[config.mk]
export PLATFORM = sky130hd
export DESIGN_NAME = fp16_mul_top
export DESIGN_NICKNAME = d
export VERILOG_FILES = /design/src/fp16_mul_pkg.sv /design/src/fp16_mul_ifs.sv /design/src/fp16_decode.sv /design/src/fp16_execute.sv /design/src/fp16_result.sv /design/src/fp16_mul_top.sv
export VERILOG_INCLUDE_DIRS = /design/src
export SDC_FILE = /design/constraint.sdc
export NUM_CORES = 1
export LEC_CHECK = 0
export BUFFER_PORTS_ARGS = -buffer_cell sky130_fd_sc_hd__buf_2
export CORE_AREA = 5 5 123 125
export CTS_CLUSTER_SIZE = 20
export DETAILED_ROUTE_END_ITERATION = 16
export DIE_AREA = 0 0 128 130
export GPL_ROUTABILITY_DRIVEN = 0
export GPL_TIMING_DRIVEN = 0
export PLACE_DENSITY = 0.78
export RECOVER_POWER = 25
export SYNTH_ARGS = -nofsm -noshare
export SYNTH_HDL_FRONTEND = slang
export SYNTH_SLANG_ARGS = --single-unit
[constraint.sdc]
create_clock -name clk_i -period 7.1 [get_ports clk_i]
set_input_delay 1.42 -clock clk_i [delete_from_list [all_inputs] [get_ports clk_i]]
set_output_delay 1.42 -clock clk_i [all_outputs]
set_load 0.01 [all_outputs]
[src/fp16_mul_config.svh]
`ifndef FP16_MUL_CONFIG_SVH
`define FP16_MUL_CONFIG_SVH

// Binary16 field widths
`define FP16_EXP_W 5
`define FP16_MAN_W 10

// Exponent bias of the format
`define FP16_BIAS 15

// Biased exponent with all bits set, reserved for infinity and NaN
`define FP16_EXP_MAX 31

// Canonical quiet NaN returned for every NaN result
`define FP16_QNAN 16'h7E00

`endif

[src/fp16_mul_pkg.sv]
`include "fp16_mul_config.svh"

package fp16_mul_pkg;

    // Binary16 word split into its fields
    typedef struct packed {
        logic                   sign;
        logic [`FP16_EXP_W-1:0] exp;
        logic [`FP16_MAN_W-1:0] man;
    } fp16_fields_t;

    // Same operand word, seen as raw bits or as fields
    // Raw view serves the NaN payload and quiet bit tests
    typedef union packed {
        logic [`FP16_EXP_W+`FP16_MAN_W:0] raw;
        fp16_fields_t                     f;
    } fp16_word_u;

    // Operand class, also reused as the special outcome of a product
    // CLS_NORMAL in the outcome means the arithmetic path decides
    typedef enum logic [2:0] {
        CLS_ZERO,
        CLS_NORMAL,
        CLS_INF,
        CLS_QNAN,
        CLS_SNAN
    } fp_class_e;

    // Exception flags reported with each result
    typedef struct packed {
        logic nv;
        logic of;
        logic uf;
        logic nx;
    } fp_status_t;

endpackage

[src/fp16_mul_ifs.sv]
`timescale 1ns/10ps
`include "fp16_mul_config.svh"

// Decode to execute stage link
// Level signals, qualified by valid, no handshake
interface fp16_dec_exe_if;
    logic                          valid;
    // Sign of the product
    logic                          sign;
    // Sum of both unbiased exponents
    logic signed [`FP16_EXP_W+1:0] exp_sum;
    // Significands with the hidden one
    logic [`FP16_MAN_W:0]          man_a;
    logic [`FP16_MAN_W:0]          man_b;
    // Special outcome resolved in decode
    fp16_mul_pkg::fp_class_e       special;
    logic                          nv;

    modport src (
        output valid,
        output sign,
        output exp_sum,
        output man_a,
        output man_b,
        output special,
        output nv
    );

    modport dst (
        input valid,
        input sign,
        input exp_sum,
        input man_a,
        input man_b,
        input special,
        input nv
    );
endinterface

// Execute to result stage link
interface fp16_exe_res_if;
    logic                          valid;
    logic                          sign;
    logic signed [`FP16_EXP_W+1:0] exp_sum;
    // Full significand product, two integer bits
    logic [2*`FP16_MAN_W+1:0]      product;
    fp16_mul_pkg::fp_class_e       special;
    logic                          nv;

    modport src (
        output valid,
        output sign,
        output exp_sum,
        output product,
        output special,
        output nv
    );

    modport dst (
        input valid,
        input sign,
        input exp_sum,
        input product,
        input special,
        input nv
    );
endinterface

[src/fp16_decode.sv]
`timescale 1ns/10ps
`include "fp16_mul_config.svh"

module fp16_decode (
    input  logic        clk_i,
    input  logic        rst_n_i,
    input  logic [15:0] op_a_i,
    input  logic [15:0] op_b_i,
    input  logic        valid_i,
    fp16_dec_exe_if.src dec_o
);

    // Bias widened to the exponent sum width
    localparam logic [`FP16_EXP_W+1:0] BIAS_EXT = `FP16_BIAS;

    fp16_mul_pkg::fp16_word_u word_a;
    fp16_mul_pkg::fp16_word_u word_b;
    fp16_mul_pkg::fp_class_e  cls_a;
    fp16_mul_pkg::fp_class_e  cls_b;
    fp16_mul_pkg::fp_class_e  special_d;
    logic                     nv_d;
    logic                     nan_a;
    logic                     nan_b;
    logic signed [`FP16_EXP_W+1:0] exp_a;
    logic signed [`FP16_EXP_W+1:0] exp_b;

    // Class of one operand
    // Zero exponent reads as zero, so subnormals become signed zero
    function automatic fp16_mul_pkg::fp_class_e classify(input fp16_mul_pkg::fp16_word_u w);
        fp16_mul_pkg::fp_class_e cls;
        if (w.f.exp == '0) begin
            cls = fp16_mul_pkg::CLS_ZERO;
        end else if (w.f.exp == `FP16_EXP_MAX) begin
            // Empty payload means infinity, top payload bit marks a quiet NaN
            if (w.raw[`FP16_MAN_W-1:0] == '0) begin
                cls = fp16_mul_pkg::CLS_INF;
            end else if (w.raw[`FP16_MAN_W-1]) begin
                cls = fp16_mul_pkg::CLS_QNAN;
            end else begin
                cls = fp16_mul_pkg::CLS_SNAN;
            end
        end else begin
            cls = fp16_mul_pkg::CLS_NORMAL;
        end
        return cls;
    endfunction

    assign word_a = op_a_i;
    assign word_b = op_b_i;
    assign cls_a  = classify(word_a);
    assign cls_b  = classify(word_b);

    assign nan_a = (cls_a == fp16_mul_pkg::CLS_QNAN) || (cls_a == fp16_mul_pkg::CLS_SNAN);
    assign nan_b = (cls_b == fp16_mul_pkg::CLS_QNAN) || (cls_b == fp16_mul_pkg::CLS_SNAN);

    // Unbiased exponents, two's complement
    assign exp_a = {2'b00, word_a.f.exp} - BIAS_EXT;
    assign exp_b = {2'b00, word_b.f.exp} - BIAS_EXT;

    // Special outcome, NaN has priority over infinity, infinity over zero
    always_comb begin
        nv_d = 1'b0;
        if (nan_a || nan_b) begin
            special_d = fp16_mul_pkg::CLS_QNAN;
            nv_d      = (cls_a == fp16_mul_pkg::CLS_SNAN) || (cls_b == fp16_mul_pkg::CLS_SNAN);
        end else if ((cls_a == fp16_mul_pkg::CLS_INF && cls_b == fp16_mul_pkg::CLS_ZERO) ||
                     (cls_a == fp16_mul_pkg::CLS_ZERO && cls_b == fp16_mul_pkg::CLS_INF)) begin
            // Infinity times zero is invalid
            special_d = fp16_mul_pkg::CLS_QNAN;
            nv_d      = 1'b1;
        end else if (cls_a == fp16_mul_pkg::CLS_INF || cls_b == fp16_mul_pkg::CLS_INF) begin
            special_d = fp16_mul_pkg::CLS_INF;
        end else if (cls_a == fp16_mul_pkg::CLS_ZERO || cls_b == fp16_mul_pkg::CLS_ZERO) begin
            special_d = fp16_mul_pkg::CLS_ZERO;
        end else begin
            special_d = fp16_mul_pkg::CLS_NORMAL;
        end
    end

    // Stage valid
    always_ff @(posedge clk_i or negedge rst_n_i) begin
        if (!rst_n_i) begin
            dec_o.valid <= 1'b0;
        end else begin
            dec_o.valid <= valid_i;
        end
    end

    // Payload, loaded only with a valid pair
    always_ff @(posedge clk_i) begin
        if (valid_i) begin
            dec_o.sign    <= word_a.f.sign ^ word_b.f.sign;
            dec_o.exp_sum <= exp_a + exp_b;
            dec_o.man_a   <= {1'b1, word_a.f.man};
            dec_o.man_b   <= {1'b1, word_b.f.man};
            dec_o.special <= special_d;
            dec_o.nv      <= nv_d;
        end
    end

endmodule

[src/fp16_execute.sv]
`timescale 1ns/10ps
`include "fp16_mul_config.svh"

module fp16_execute (
    input  logic        clk_i,
    input  logic        rst_n_i,
    fp16_dec_exe_if.dst dec_i,
    fp16_exe_res_if.src exe_o
);

    // Significand product in [1, 4), 2*MAN_W fraction bits
    logic [2*`FP16_MAN_W+1:0] product_d;

    // Multiplier gets a full cycle, rounding stays in the next stage
    assign product_d = dec_i.man_a * dec_i.man_b;

    always_ff @(posedge clk_i or negedge rst_n_i) begin
        if (!rst_n_i) begin
            exe_o.valid <= 1'b0;
        end else begin
            exe_o.valid <= dec_i.valid;
        end
    end

    // Side information travels along with the product
    always_ff @(posedge clk_i) begin
        if (dec_i.valid) begin
            exe_o.sign    <= dec_i.sign;
            exe_o.exp_sum <= dec_i.exp_sum;
            exe_o.product <= product_d;
            exe_o.special <= dec_i.special;
            exe_o.nv      <= dec_i.nv;
        end
    end

endmodule

[src/fp16_result.sv]
`timescale 1ns/10ps
`include "fp16_mul_config.svh"

module fp16_result (
    input  logic                     clk_i,
    input  logic                     rst_n_i,
    fp16_exe_res_if.dst              exe_i,
    output logic [15:0]              result_o,
    output fp16_mul_pkg::fp_status_t status_o,
    output logic                     valid_o
);

    // Bias and overflow limit at the biased exponent width
    localparam logic [`FP16_EXP_W+2:0]        BIAS_EXT = `FP16_BIAS;
    localparam logic signed [`FP16_EXP_W+2:0] EXP_TOP  = `FP16_EXP_MAX;

    logic                          norm_shift;
    logic [2*`FP16_MAN_W+1:0]      norm;
    logic                          guard;
    logic                          sticky;
    logic                          round_up;
    logic [`FP16_MAN_W+1:0]        sig_rnd;
    logic                          rnd_carry;
    logic [`FP16_MAN_W-1:0]        man_rnd;
    logic signed [`FP16_EXP_W+2:0] exp_adj;
    fp16_mul_pkg::fp16_fields_t    res_d;
    fp16_mul_pkg::fp_status_t      status_d;

    // Product of 2 or more, leading one already at the top
    assign norm_shift = exe_i.product[2*`FP16_MAN_W+1];

    // Otherwise move the leading one up by one place
    assign norm = norm_shift ? exe_i.product : {exe_i.product[2*`FP16_MAN_W:0], 1'b0};

    // Hidden bit at the top, then MAN_W kept bits, then guard, then sticky
    assign guard  = norm[`FP16_MAN_W];
    assign sticky = |norm[`FP16_MAN_W-1:0];

    // Nearest even, a tie rounds up only when the kept LSB is odd
    assign round_up = guard & (sticky | norm[`FP16_MAN_W+1]);

    // One spare bit catches the carry out of rounding
    assign sig_rnd   = {1'b0, norm[2*`FP16_MAN_W+1:`FP16_MAN_W+1]}
                     + {{(`FP16_MAN_W+1){1'b0}}, round_up};
    assign rnd_carry = sig_rnd[`FP16_MAN_W+1];

    // A carry leaves 10.00..0, so renormalize by one place
    assign man_rnd = rnd_carry ? sig_rnd[`FP16_MAN_W:1] : sig_rnd[`FP16_MAN_W-1:0];

    // Biased exponent after both normalization steps
    // Sign extended so that values below zero stay visible
    assign exp_adj = {exe_i.exp_sum[`FP16_EXP_W+1], exe_i.exp_sum}
                   + {{(`FP16_EXP_W+2){1'b0}}, norm_shift}
                   + {{(`FP16_EXP_W+2){1'b0}}, rnd_carry}
                   + BIAS_EXT;

    // Pack result and flags
    always_comb begin
        res_d.sign  = exe_i.sign;
        res_d.exp   = exp_adj[`FP16_EXP_W-1:0];
        res_d.man   = man_rnd;
        status_d    = '0;
        // Any discarded bit makes the result inexact
        status_d.nx = guard | sticky;

        if (exp_adj >= EXP_TOP) begin
            // Too large, signed infinity
            res_d.exp   = '1;
            res_d.man   = '0;
            status_d.of = 1'b1;
            status_d.nx = 1'b1;
        end else if (exp_adj <= 0) begin
            // Below the normal range, flush to signed zero
            res_d.exp   = '0;
            res_d.man   = '0;
            status_d.uf = 1'b1;
            status_d.nx = 1'b1;
        end

        // Special outcomes replace the arithmetic and its flags
        case (exe_i.special)
            fp16_mul_pkg::CLS_QNAN: begin
                res_d       = `FP16_QNAN;
                status_d    = '0;
                status_d.nv = exe_i.nv;
            end
            fp16_mul_pkg::CLS_INF: begin
                res_d.exp = '1;
                res_d.man = '0;
                status_d  = '0;
            end
            fp16_mul_pkg::CLS_ZERO: begin
                res_d.exp = '0;
                res_d.man = '0;
                status_d  = '0;
            end
            default: begin
                // Normal operands, arithmetic result stands
            end
        endcase
    end

    // Output register, holds the last result between valid items
    always_ff @(posedge clk_i or negedge rst_n_i) begin
        if (!rst_n_i) begin
            valid_o  <= 1'b0;
            result_o <= '0;
            status_o <= '0;
        end else begin
            valid_o <= exe_i.valid;
            if (exe_i.valid) begin
                result_o <= res_d;
                status_o <= status_d;
            end
        end
    end

endmodule

[src/fp16_mul_top.sv]
`timescale 1ns/10ps

module fp16_mul_top (
    input  logic                     clk_i,
    input  logic                     rst_n_i,
    // Operand pair, sampled when valid_i is high
    input  logic [15:0]              op_a_i,
    input  logic [15:0]              op_b_i,
    input  logic                     valid_i,
    // Product and flags, three cycles after the strobe
    output logic [15:0]              result_o,
    output fp16_mul_pkg::fp_status_t status_o,
    output logic                     valid_o
);

    // Stage links
    fp16_dec_exe_if dec_exe ();
    fp16_exe_res_if exe_res ();

    // Classify operands, resolve specials, unpack fields
    fp16_decode u_decode (
        .clk_i   (clk_i),
        .rst_n_i (rst_n_i),
        .op_a_i  (op_a_i),
        .op_b_i  (op_b_i),
        .valid_i (valid_i),
        .dec_o   (dec_exe.src)
    );

    // Significand multiply
    fp16_execute u_execute (
        .clk_i   (clk_i),
        .rst_n_i (rst_n_i),
        .dec_i   (dec_exe.dst),
        .exe_o   (exe_res.src)
    );

    // Normalize, round, pack
    fp16_result u_result (
        .clk_i    (clk_i),
        .rst_n_i  (rst_n_i),
        .exe_i    (exe_res.dst),
        .result_o (result_o),
        .status_o (status_o),
        .valid_o  (valid_o)
    );

endmodule

==> impl_metrics.env, run 1 <==
export IMPL_route_vias_total=5792
export IMPL_diodes=0
export IMPL_peakVddDrop_mv=0.3093
export IMPL_grt_pass1_vias=5876
export IMPL_grt_pass1_wl_microns=28090
export IMPL_finalSetupTns_ns=0
export IMPL_grt_start_max_net_pins=35
export IMPL_netlist_area_sq_um=8160
export IMPL_fin_nets=1080
export IMPL_startpoint_type="register"
export IMPL_fp_dieW_microns=128
export IMPL_io_pin_count=56
export IMPL_min_period_over_period=0.7840
export IMPL_ys_warnings_count=0
export IMPL_outcome="finished clean"
export IMPL_synth_simple_area_share=0.1415
export IMPL_clk_pin_slew_ns=0.07
export IMPL_setup_viol=0
export IMPL_grt_usage=0.2124
export IMPL_synthArstFlopShare=0.2644
export IMPL_cts_buffers=9
export IMPL_cts_resized=0
export IMPL_synth_top_family_by_area="adder cells"
export IMPL_h_tree_depth=3
export IMPL_yosys_area_top_type_share=0.2355
export IMPL_r2r_cells=17
export IMPL_yosys_area_share_adder=0.3208
export IMPL_hold_buffers=0
export IMPL_syn_num_nets=1014
export IMPL_fp_coreArea_sq_um=13770
export IMPL_fmax_mhz=179.6
export IMPL_drv_cap=0
export IMPL_ys_seq_area_frac=0.3060
export IMPL_initial_core_util=0.5925
export IMPL_rows=43
export IMPL_ys_flop_type="edfxtp_1"
export IMPL_syn_inst=819
export IMPL_synth_xor_area_frac=0.03757
export IMPL_required_ns=7.20
export IMPL_holdCritPathClass="reg2reg"
export IMPL_insertion_delay_ns=0.35
export IMPL_rsz0062_at_grt="no"
export IMPL_clkSinkCount=87
export IMPL_cts_path_max_buffers=2
export IMPL_dp_hpwl_microns=13000
export IMPL_synth_compound_area_frac=0.1029
export IMPL_slew_headroom=0.1701
export IMPL_p_per_area_nw_per_um2=451.1
export IMPL_synth_top_area_cell="edfxtp_1"
export IMPL_final_hold_violation_count=0
export IMPL_die_area_sq_um=16640
export IMPL_port_buffers=55
export IMPL_wl_per_cell_microns=15.01
export IMPL_synth_ff_latch_count=87
export IMPL_synthToLayoutAreaGrowth_pct=9.476
export IMPL_drive_gt1_frac=0.08989
export IMPL_fin_crit_ns=5.567
export IMPL_drc=0
export IMPL_synthTopCellsByCount="inv_1 (155), nand2_1 (83), fa_1 (82)"
export IMPL_post_synth_cell_area_avg_sq_um=9.964
export IMPL_post_cts_repair_setup_buffers=0
export IMPL_power_leakage_uw=0.004208
export IMPL_synth_edf_count=64
export IMPL_drtPass1Iterations=6
export IMPL_die_height_microns=130
export IMPL_synth_distinct_cells=65
export IMPL_synth_mux_area_fraction=0.01012
export IMPL_cts_tree="yes"
export IMPL_antenna_found_initial=0
export IMPL_maxSlewViolCount=0
export IMPL_netlist_top_cells_area="edfxtp_1 (24%), fa_1 (20%), ha_1 (12%)"
export IMPL_worstHoldPathCells=0
export IMPL_crit_fanout=10
export IMPL_drt_wl_total_microns=16060
export IMPL_fin_area_sq_um=8934
export IMPL_first_iter_violations=394
export IMPL_ant_nets=0
export IMPL_cts_root_buffer="clkbuf_16"
export IMPL_finalClockSkew_ns=0.004986
export IMPL_vias_per_cell=5.413
export IMPL_rrSetupSlack_ns=1.53
export IMPL_setup_worst_path_end_class="register"
export IMPL_synth_most_common_cell="inv_1"
export IMPL_worst_pin_slew_ns=1.245
export IMPL_criticalPathCategory="reg2reg"
export IMPL_grt_overflow=0
export IMPL_arrival_ns=5.67
export IMPL_placed_cell_area_sq_um=8661
-- state kept, by name, indices dropped and copies added (netlist names), 2 cells and up --
signal / flops
u_decode.dec_o.man_a: 10
u_execute.exe_o.special: 2
u_decode.dec_o.man_b: 10
u_result.result_o: 16
u_result.status_o: 4
u_decode.dec_o.exp_sum: 7
u_execute.exe_o.exp_sum: 7
u_decode.dec_o.special: 2
u_execute.exe_o.product: 22
-- power by group --
group | internal, uW | leakage [uW] | total (uW) | switching [uW]
sequential | 792 | 0.000918 | 886 | 93.5
clock | 246 | 0.000145 | 458 | 213
combinational | 1170 | 0.00315 | 2690 | 1510
total | 2210 | 0.00421 | 4030 | 1820
-- layout make-up --
type | count | area (sq um)
multi-input combinational | 556 | 5001
fill | 1157 | 4840
sequential | 87 | 2497
inverter | 156 | 585.6
timing repair buffer | 55 | 260.3
clock buffer | 9 | 225.2
tap | 180 | 225.2
buffer | 20 | 76.32
clock inverter | 7 | 62.56
-- worst max-delay path: stages, from the launching register on --
cell,delay (ns)
edfxtp_1,0.34
clkbuf_1,0.46
inv_1,0.17
nor2_1,0.18
fa_1,0.44
fa_1,0.48
fa_1,0.52
fa_1,0.55
inv_1,0.05
fa_1,0.53
inv_1,0.04
ha_1,0.37
a21oi_1,0.25
a21oi_1,0.10
a21oi_1,0.25
nand3_1,0.12
a221oi_1,0.33
xnor2_1,0.12
-- metal layers --
metal / vias up / part of all wire / GRT usage
met5: - / 0 / 0
met4: 0 / 0.022 / 0.07553
met3: 24 / 0.059 / 0.04421
met2: 178 / 0.47 / 0.3423
met1: 2747 / 0.45 / 0.2879
li1: 2843 / - / -
-- layout by cell type (no fill, tap or decap), drive strengths merged, types with 3 or more instances in the layout --
master and instances:
inv 161, nand2 83, fa 82, ha 78, edfxtp 64, buf 45, nor2 43, and2 41
clkbuf 39, a21oi 25, dfrtp 23, xnor2 22, o21ai 21, xor2 13, nor3 13, nand3 12
o22ai 10, a21o 10, nor2b 8, a31oi 8, mux2i 6, o21a 6, and3 6, o211ai 6
a211oi 6, nand2b 5, nand4 4, nor4 4, o32ai 4, a41oi 3, o31a 3, or2 3
o2bb2ai 3
-- metrics by stage --
step	utilization	hold WS, ns	setup slack [ns]	std cells	power, uW
after CTS	0.6497	0.3928	1.580	1070	4052
after global placement	0.6288	0.3738	1.660	1054	3486
final	0.6486	0.3909	1.533	1070	4030
after global routing	0.6486	0.4147	1.278	1070	4505
after detailed placement	0.6288	0.3715	1.570	1054	3570
after floorplan	-	0.3519	2.172	819	3030
-- path summary, 6_finish.rpt --
path                                                         from                                     to
worst min register to register    u_execute.exe_o.valid$_DFF_PN0_             u_result.valid_o$_DFF_PN0_
max in group asynchronous                                 rst_n_i             u_result.valid_o$_DFF_PN0_
worst max register to register  u_decode.dec_o.man_a[4]$_DFFE_PP_  u_execute.exe_o.product[21]$_DFFE_PP_
worst max-delay path            u_decode.dec_o.man_a[4]$_DFFE_PP_  u_execute.exe_o.product[21]$_DFFE_PP_
worst min-delay path              u_execute.exe_o.valid$_DFF_PN0_             u_result.valid_o$_DFF_PN0_
min in group asynchronous                                 rst_n_i       u_result.status_o[0]$_DFFE_PN0P_
-- logic make-up after synthesis --
| group | after synthesis |
|---|---|
| compound gates | 122 |
| buf+inv | 176 |
| mux | 8 |
| xor+xnor | 35 |
| fa+ha+maj | 160 |
| simple gates | 231 |
| flops | 87 |
No activity file was read; power rests on OpenSTA's default activity.
==> run 2: changes to the inputs <==
==> constraint.sdc (replaced) <==
create_clock -name clk_i -period 5.55 [get_ports clk_i]
set_input_delay 1.11 -clock clk_i [delete_from_list [all_inputs] [get_ports clk_i]]
set_output_delay 1.11 -clock clk_i [all_outputs]
set_load 0.01 [all_outputs]
==> run 2 against run 1 <==
Sequential power up 30%. Sequential share of layout area decreased by 0.059 points. Non-clock buffer count shrank 5. Cell area grew 0.21%. Hold slack barely moved. Clock power grew 28%. Die area stayed put. Cell count fell by 0.47%. Via count down 0.45%. Clock skew about the same. Combinational power increased by 29%. Critical path depth down 1. Critical endpoint is now u_execute.exe_o.product[20]$_DFFE_PP_. Largest power group unchanged.
==> impl_metrics.env, run 2 (synthesis results as in run 1) <==
export IMPL_finalSetupTns_ns=0
export IMPL_wl_per_cell_microns=14.95
export IMPL_fill_cells=1160
export IMPL_crit_fanout=8
export IMPL_p_per_area_nw_per_um2=580.6
export IMPL_cts_path_max_buffers=2
export IMPL_regMostFlops="u_execute.exe_o.product"
export IMPL_clk_pin_slew_ns=0.07
export IMPL_worst_pin_slew_ns=1.235
export IMPL_fp_dieW_microns=128
export IMPL_grt_start_max_net_pins=35
export IMPL_rows=43
export IMPL_hold_slack_ns=0.3908
export IMPL_setup_worst_path_start="u_decode.dec_o.man_b[7]$_DFFE_PP_"
export IMPL_diodes=0
export IMPL_ant_nets=0
export IMPL_cts_buffers=9
export IMPL_setup_viol=0
export IMPL_r2r_start="u_decode.dec_o.man_b[7]$_DFFE_PP_"
export IMPL_fin_cells=1065
export IMPL_port_buffers=55
export IMPL_rsz0062_at_grt="no"
export IMPL_vias_per_cell=5.414
export IMPL_route_vias_total=5766
export IMPL_cp_buffers_inverters=3
export IMPL_outcome="finished clean"
export IMPL_max_stage_delay_ns=0.57
export IMPL_final_core_util=0.6500
export IMPL_peakVddDrop_mv=0.4172
export IMPL_drc=0
export IMPL_cp_common_cell="fa_1"
export IMPL_dp_cells=1054
export IMPL_first_iter_violations=349
export IMPL_dp_hpwl_microns=13000
export IMPL_crit_chain="inv_1 -> nor2_1 -> fa_1 -> fa_1 -> fa_1 -> fa_1 -> inv_1 -> fa_1 -> inv_1 -> ha_1 -> a21oi_1 -> o21ai_0 -> a31oi_2 -> o211ai_1 -> a21oi_1 -> xnor2_1"
export IMPL_criticalPathCategory="reg2reg"
export IMPL_maxSlewViolCount=0
export IMPL_initial_core_util=0.5925
export IMPL_largestRegisters="u_execute.exe_o.product x22, u_result.result_o x16"
export IMPL_holdCritPathClass="reg2reg"
export IMPL_power_leakage_uw=0.004233
export IMPL_rrSetupSlack_ns=0.25
export IMPL_die_area_sq_um=16640
export IMPL_final_hold_violation_count=0
export IMPL_h_tree_depth=3
export IMPL_grt_pass1_vias=5876
export IMPL_startpoint_type="register"
export IMPL_io_pin_count=56
export IMPL_grt_overflow=0
export IMPL_endpoint="u_execute.exe_o.product[20]$_DFFE_PP_"
export IMPL_slew_headroom=0.1769
export IMPL_insertion_delay_ns=0.35
export IMPL_reg2reg_to="u_execute.exe_o.product[20]$_DFFE_PP_"
export IMPL_fin_crit_ns=5.301
export IMPL_synthToLayoutAreaGrowth_pct=9.706
export IMPL_path_depth=16
export IMPL_r2r_cells=16
export IMPL_largest_reg_flops=22
export IMPL_antenna_found_initial=0
export IMPL_cts_tree="yes"
export IMPL_die_height_microns=130
export IMPL_path_delay_family="adder cells"
export IMPL_fin_nets=1075
export IMPL_drive_gt1_frac=0.1017
export IMPL_layout_commonest_cell="inv_1"
export IMPL_cts_root_buffer="clkbuf_16"
export IMPL_finalClockSkew_ns=0.004657
export IMPL_drv_cap=0
export IMPL_cpMaxStageDelayCell="fa_1"
export IMPL_min_period_over_period=0.9552
export IMPL_setup_worst_path_end_class="register"
export IMPL_worstHoldPathCells=0
export IMPL_fmax_mhz=188.6
export IMPL_clkSinkCount=87
export IMPL_fp_coreArea_sq_um=13770
export IMPL_required_ns=5.65
export IMPL_arrival_ns=5.40
export IMPL_grt_usage=0.2124
export IMPL_drt_wl_total_microns=15920
export IMPL_drtPass1Iterations=5
export IMPL_final_cell_mix="inv_1 (155), nand2_1 (83), fa_1 (82)"
export IMPL_grt_pass1_wl_microns=28090
run 2: cell types whose count changed in the layout (fill, tap and decap cells not counted):
| cell | change |
|---|---|
| a221oi_1 | -1 |
| and2_0 | -1 |
| buf_4 | +6 |
| a31oi_2 | +1 |
| and2_1 | +1 |
| a31oi_1 | -1 |
| a221oi_2 | +1 |
| clkbuf_1 | -13 |
| clkbuf_2 | +2 |
run 2: metrics by stage:
stage	instance area [sq um]	setup slack, ns	total power (uW)
detailed placement	8661	0.02019	4567
finish	8952	0.2488	5198
CTS	8949	0.02979	5184
global route	8952	0.004410	5803
global placement	8661	0.1102	4460
floorplan	8160	0.6221	3876
run 2: report_power, final:
part	total [uW]	internal, uW	switching (uW)
combinational	3460	1520	1950
clock	587	314	272
sequential	1150	1010	136
run 2: repair_timing:
item | CTS | global route
endpoints found under the setup margin | 0 | 6
setup buffers | 0 | 6
resized for setup | 0 | 6
hold buffers | 0 | 0
run 2: worst min path at each step:
stage | start | endpoint | slack (ns)
after floorplan | u_execute.exe_o.valid$_DFF_PN0_ | u_result.valid_o$_DFF_PN0_ | 0.35
after global placement | u_execute.exe_o.valid$_DFF_PN0_ | u_result.valid_o$_DFF_PN0_ | 0.37
after detailed placement | u_execute.exe_o.valid$_DFF_PN0_ | u_result.valid_o$_DFF_PN0_ | 0.37
after CTS | u_execute.exe_o.valid$_DFF_PN0_ | u_result.valid_o$_DFF_PN0_ | 0.39
after global routing | u_execute.exe_o.valid$_DFF_PN0_ | u_result.valid_o$_DFF_PN0_ | 0.41
final | u_execute.exe_o.valid$_DFF_PN0_ | u_result.valid_o$_DFF_PN0_ | 0.39
run 2: per-layer routing:
metal  routed length (microns)  global-route usage
met3                       932             0.04421
met4                       378             0.07553
met1                      7102              0.2879
met2                      7505              0.3423
met5                         0                   0
run 2: layout make-up:
type                            count  area (sq um)  area share
Timing Repair Buffer               61         305.3     0.03410
Tap cell                          180         225.2     0.02516
Sequential cell                    87          2497      0.2790
Buffer                              9         37.54    0.004193
Clock inverter                      7         62.56    0.006988
Multi-Input combinational cell    556          5014      0.5600
Inverter                          156         585.6     0.06541
Clock buffer                        9         225.2     0.02516
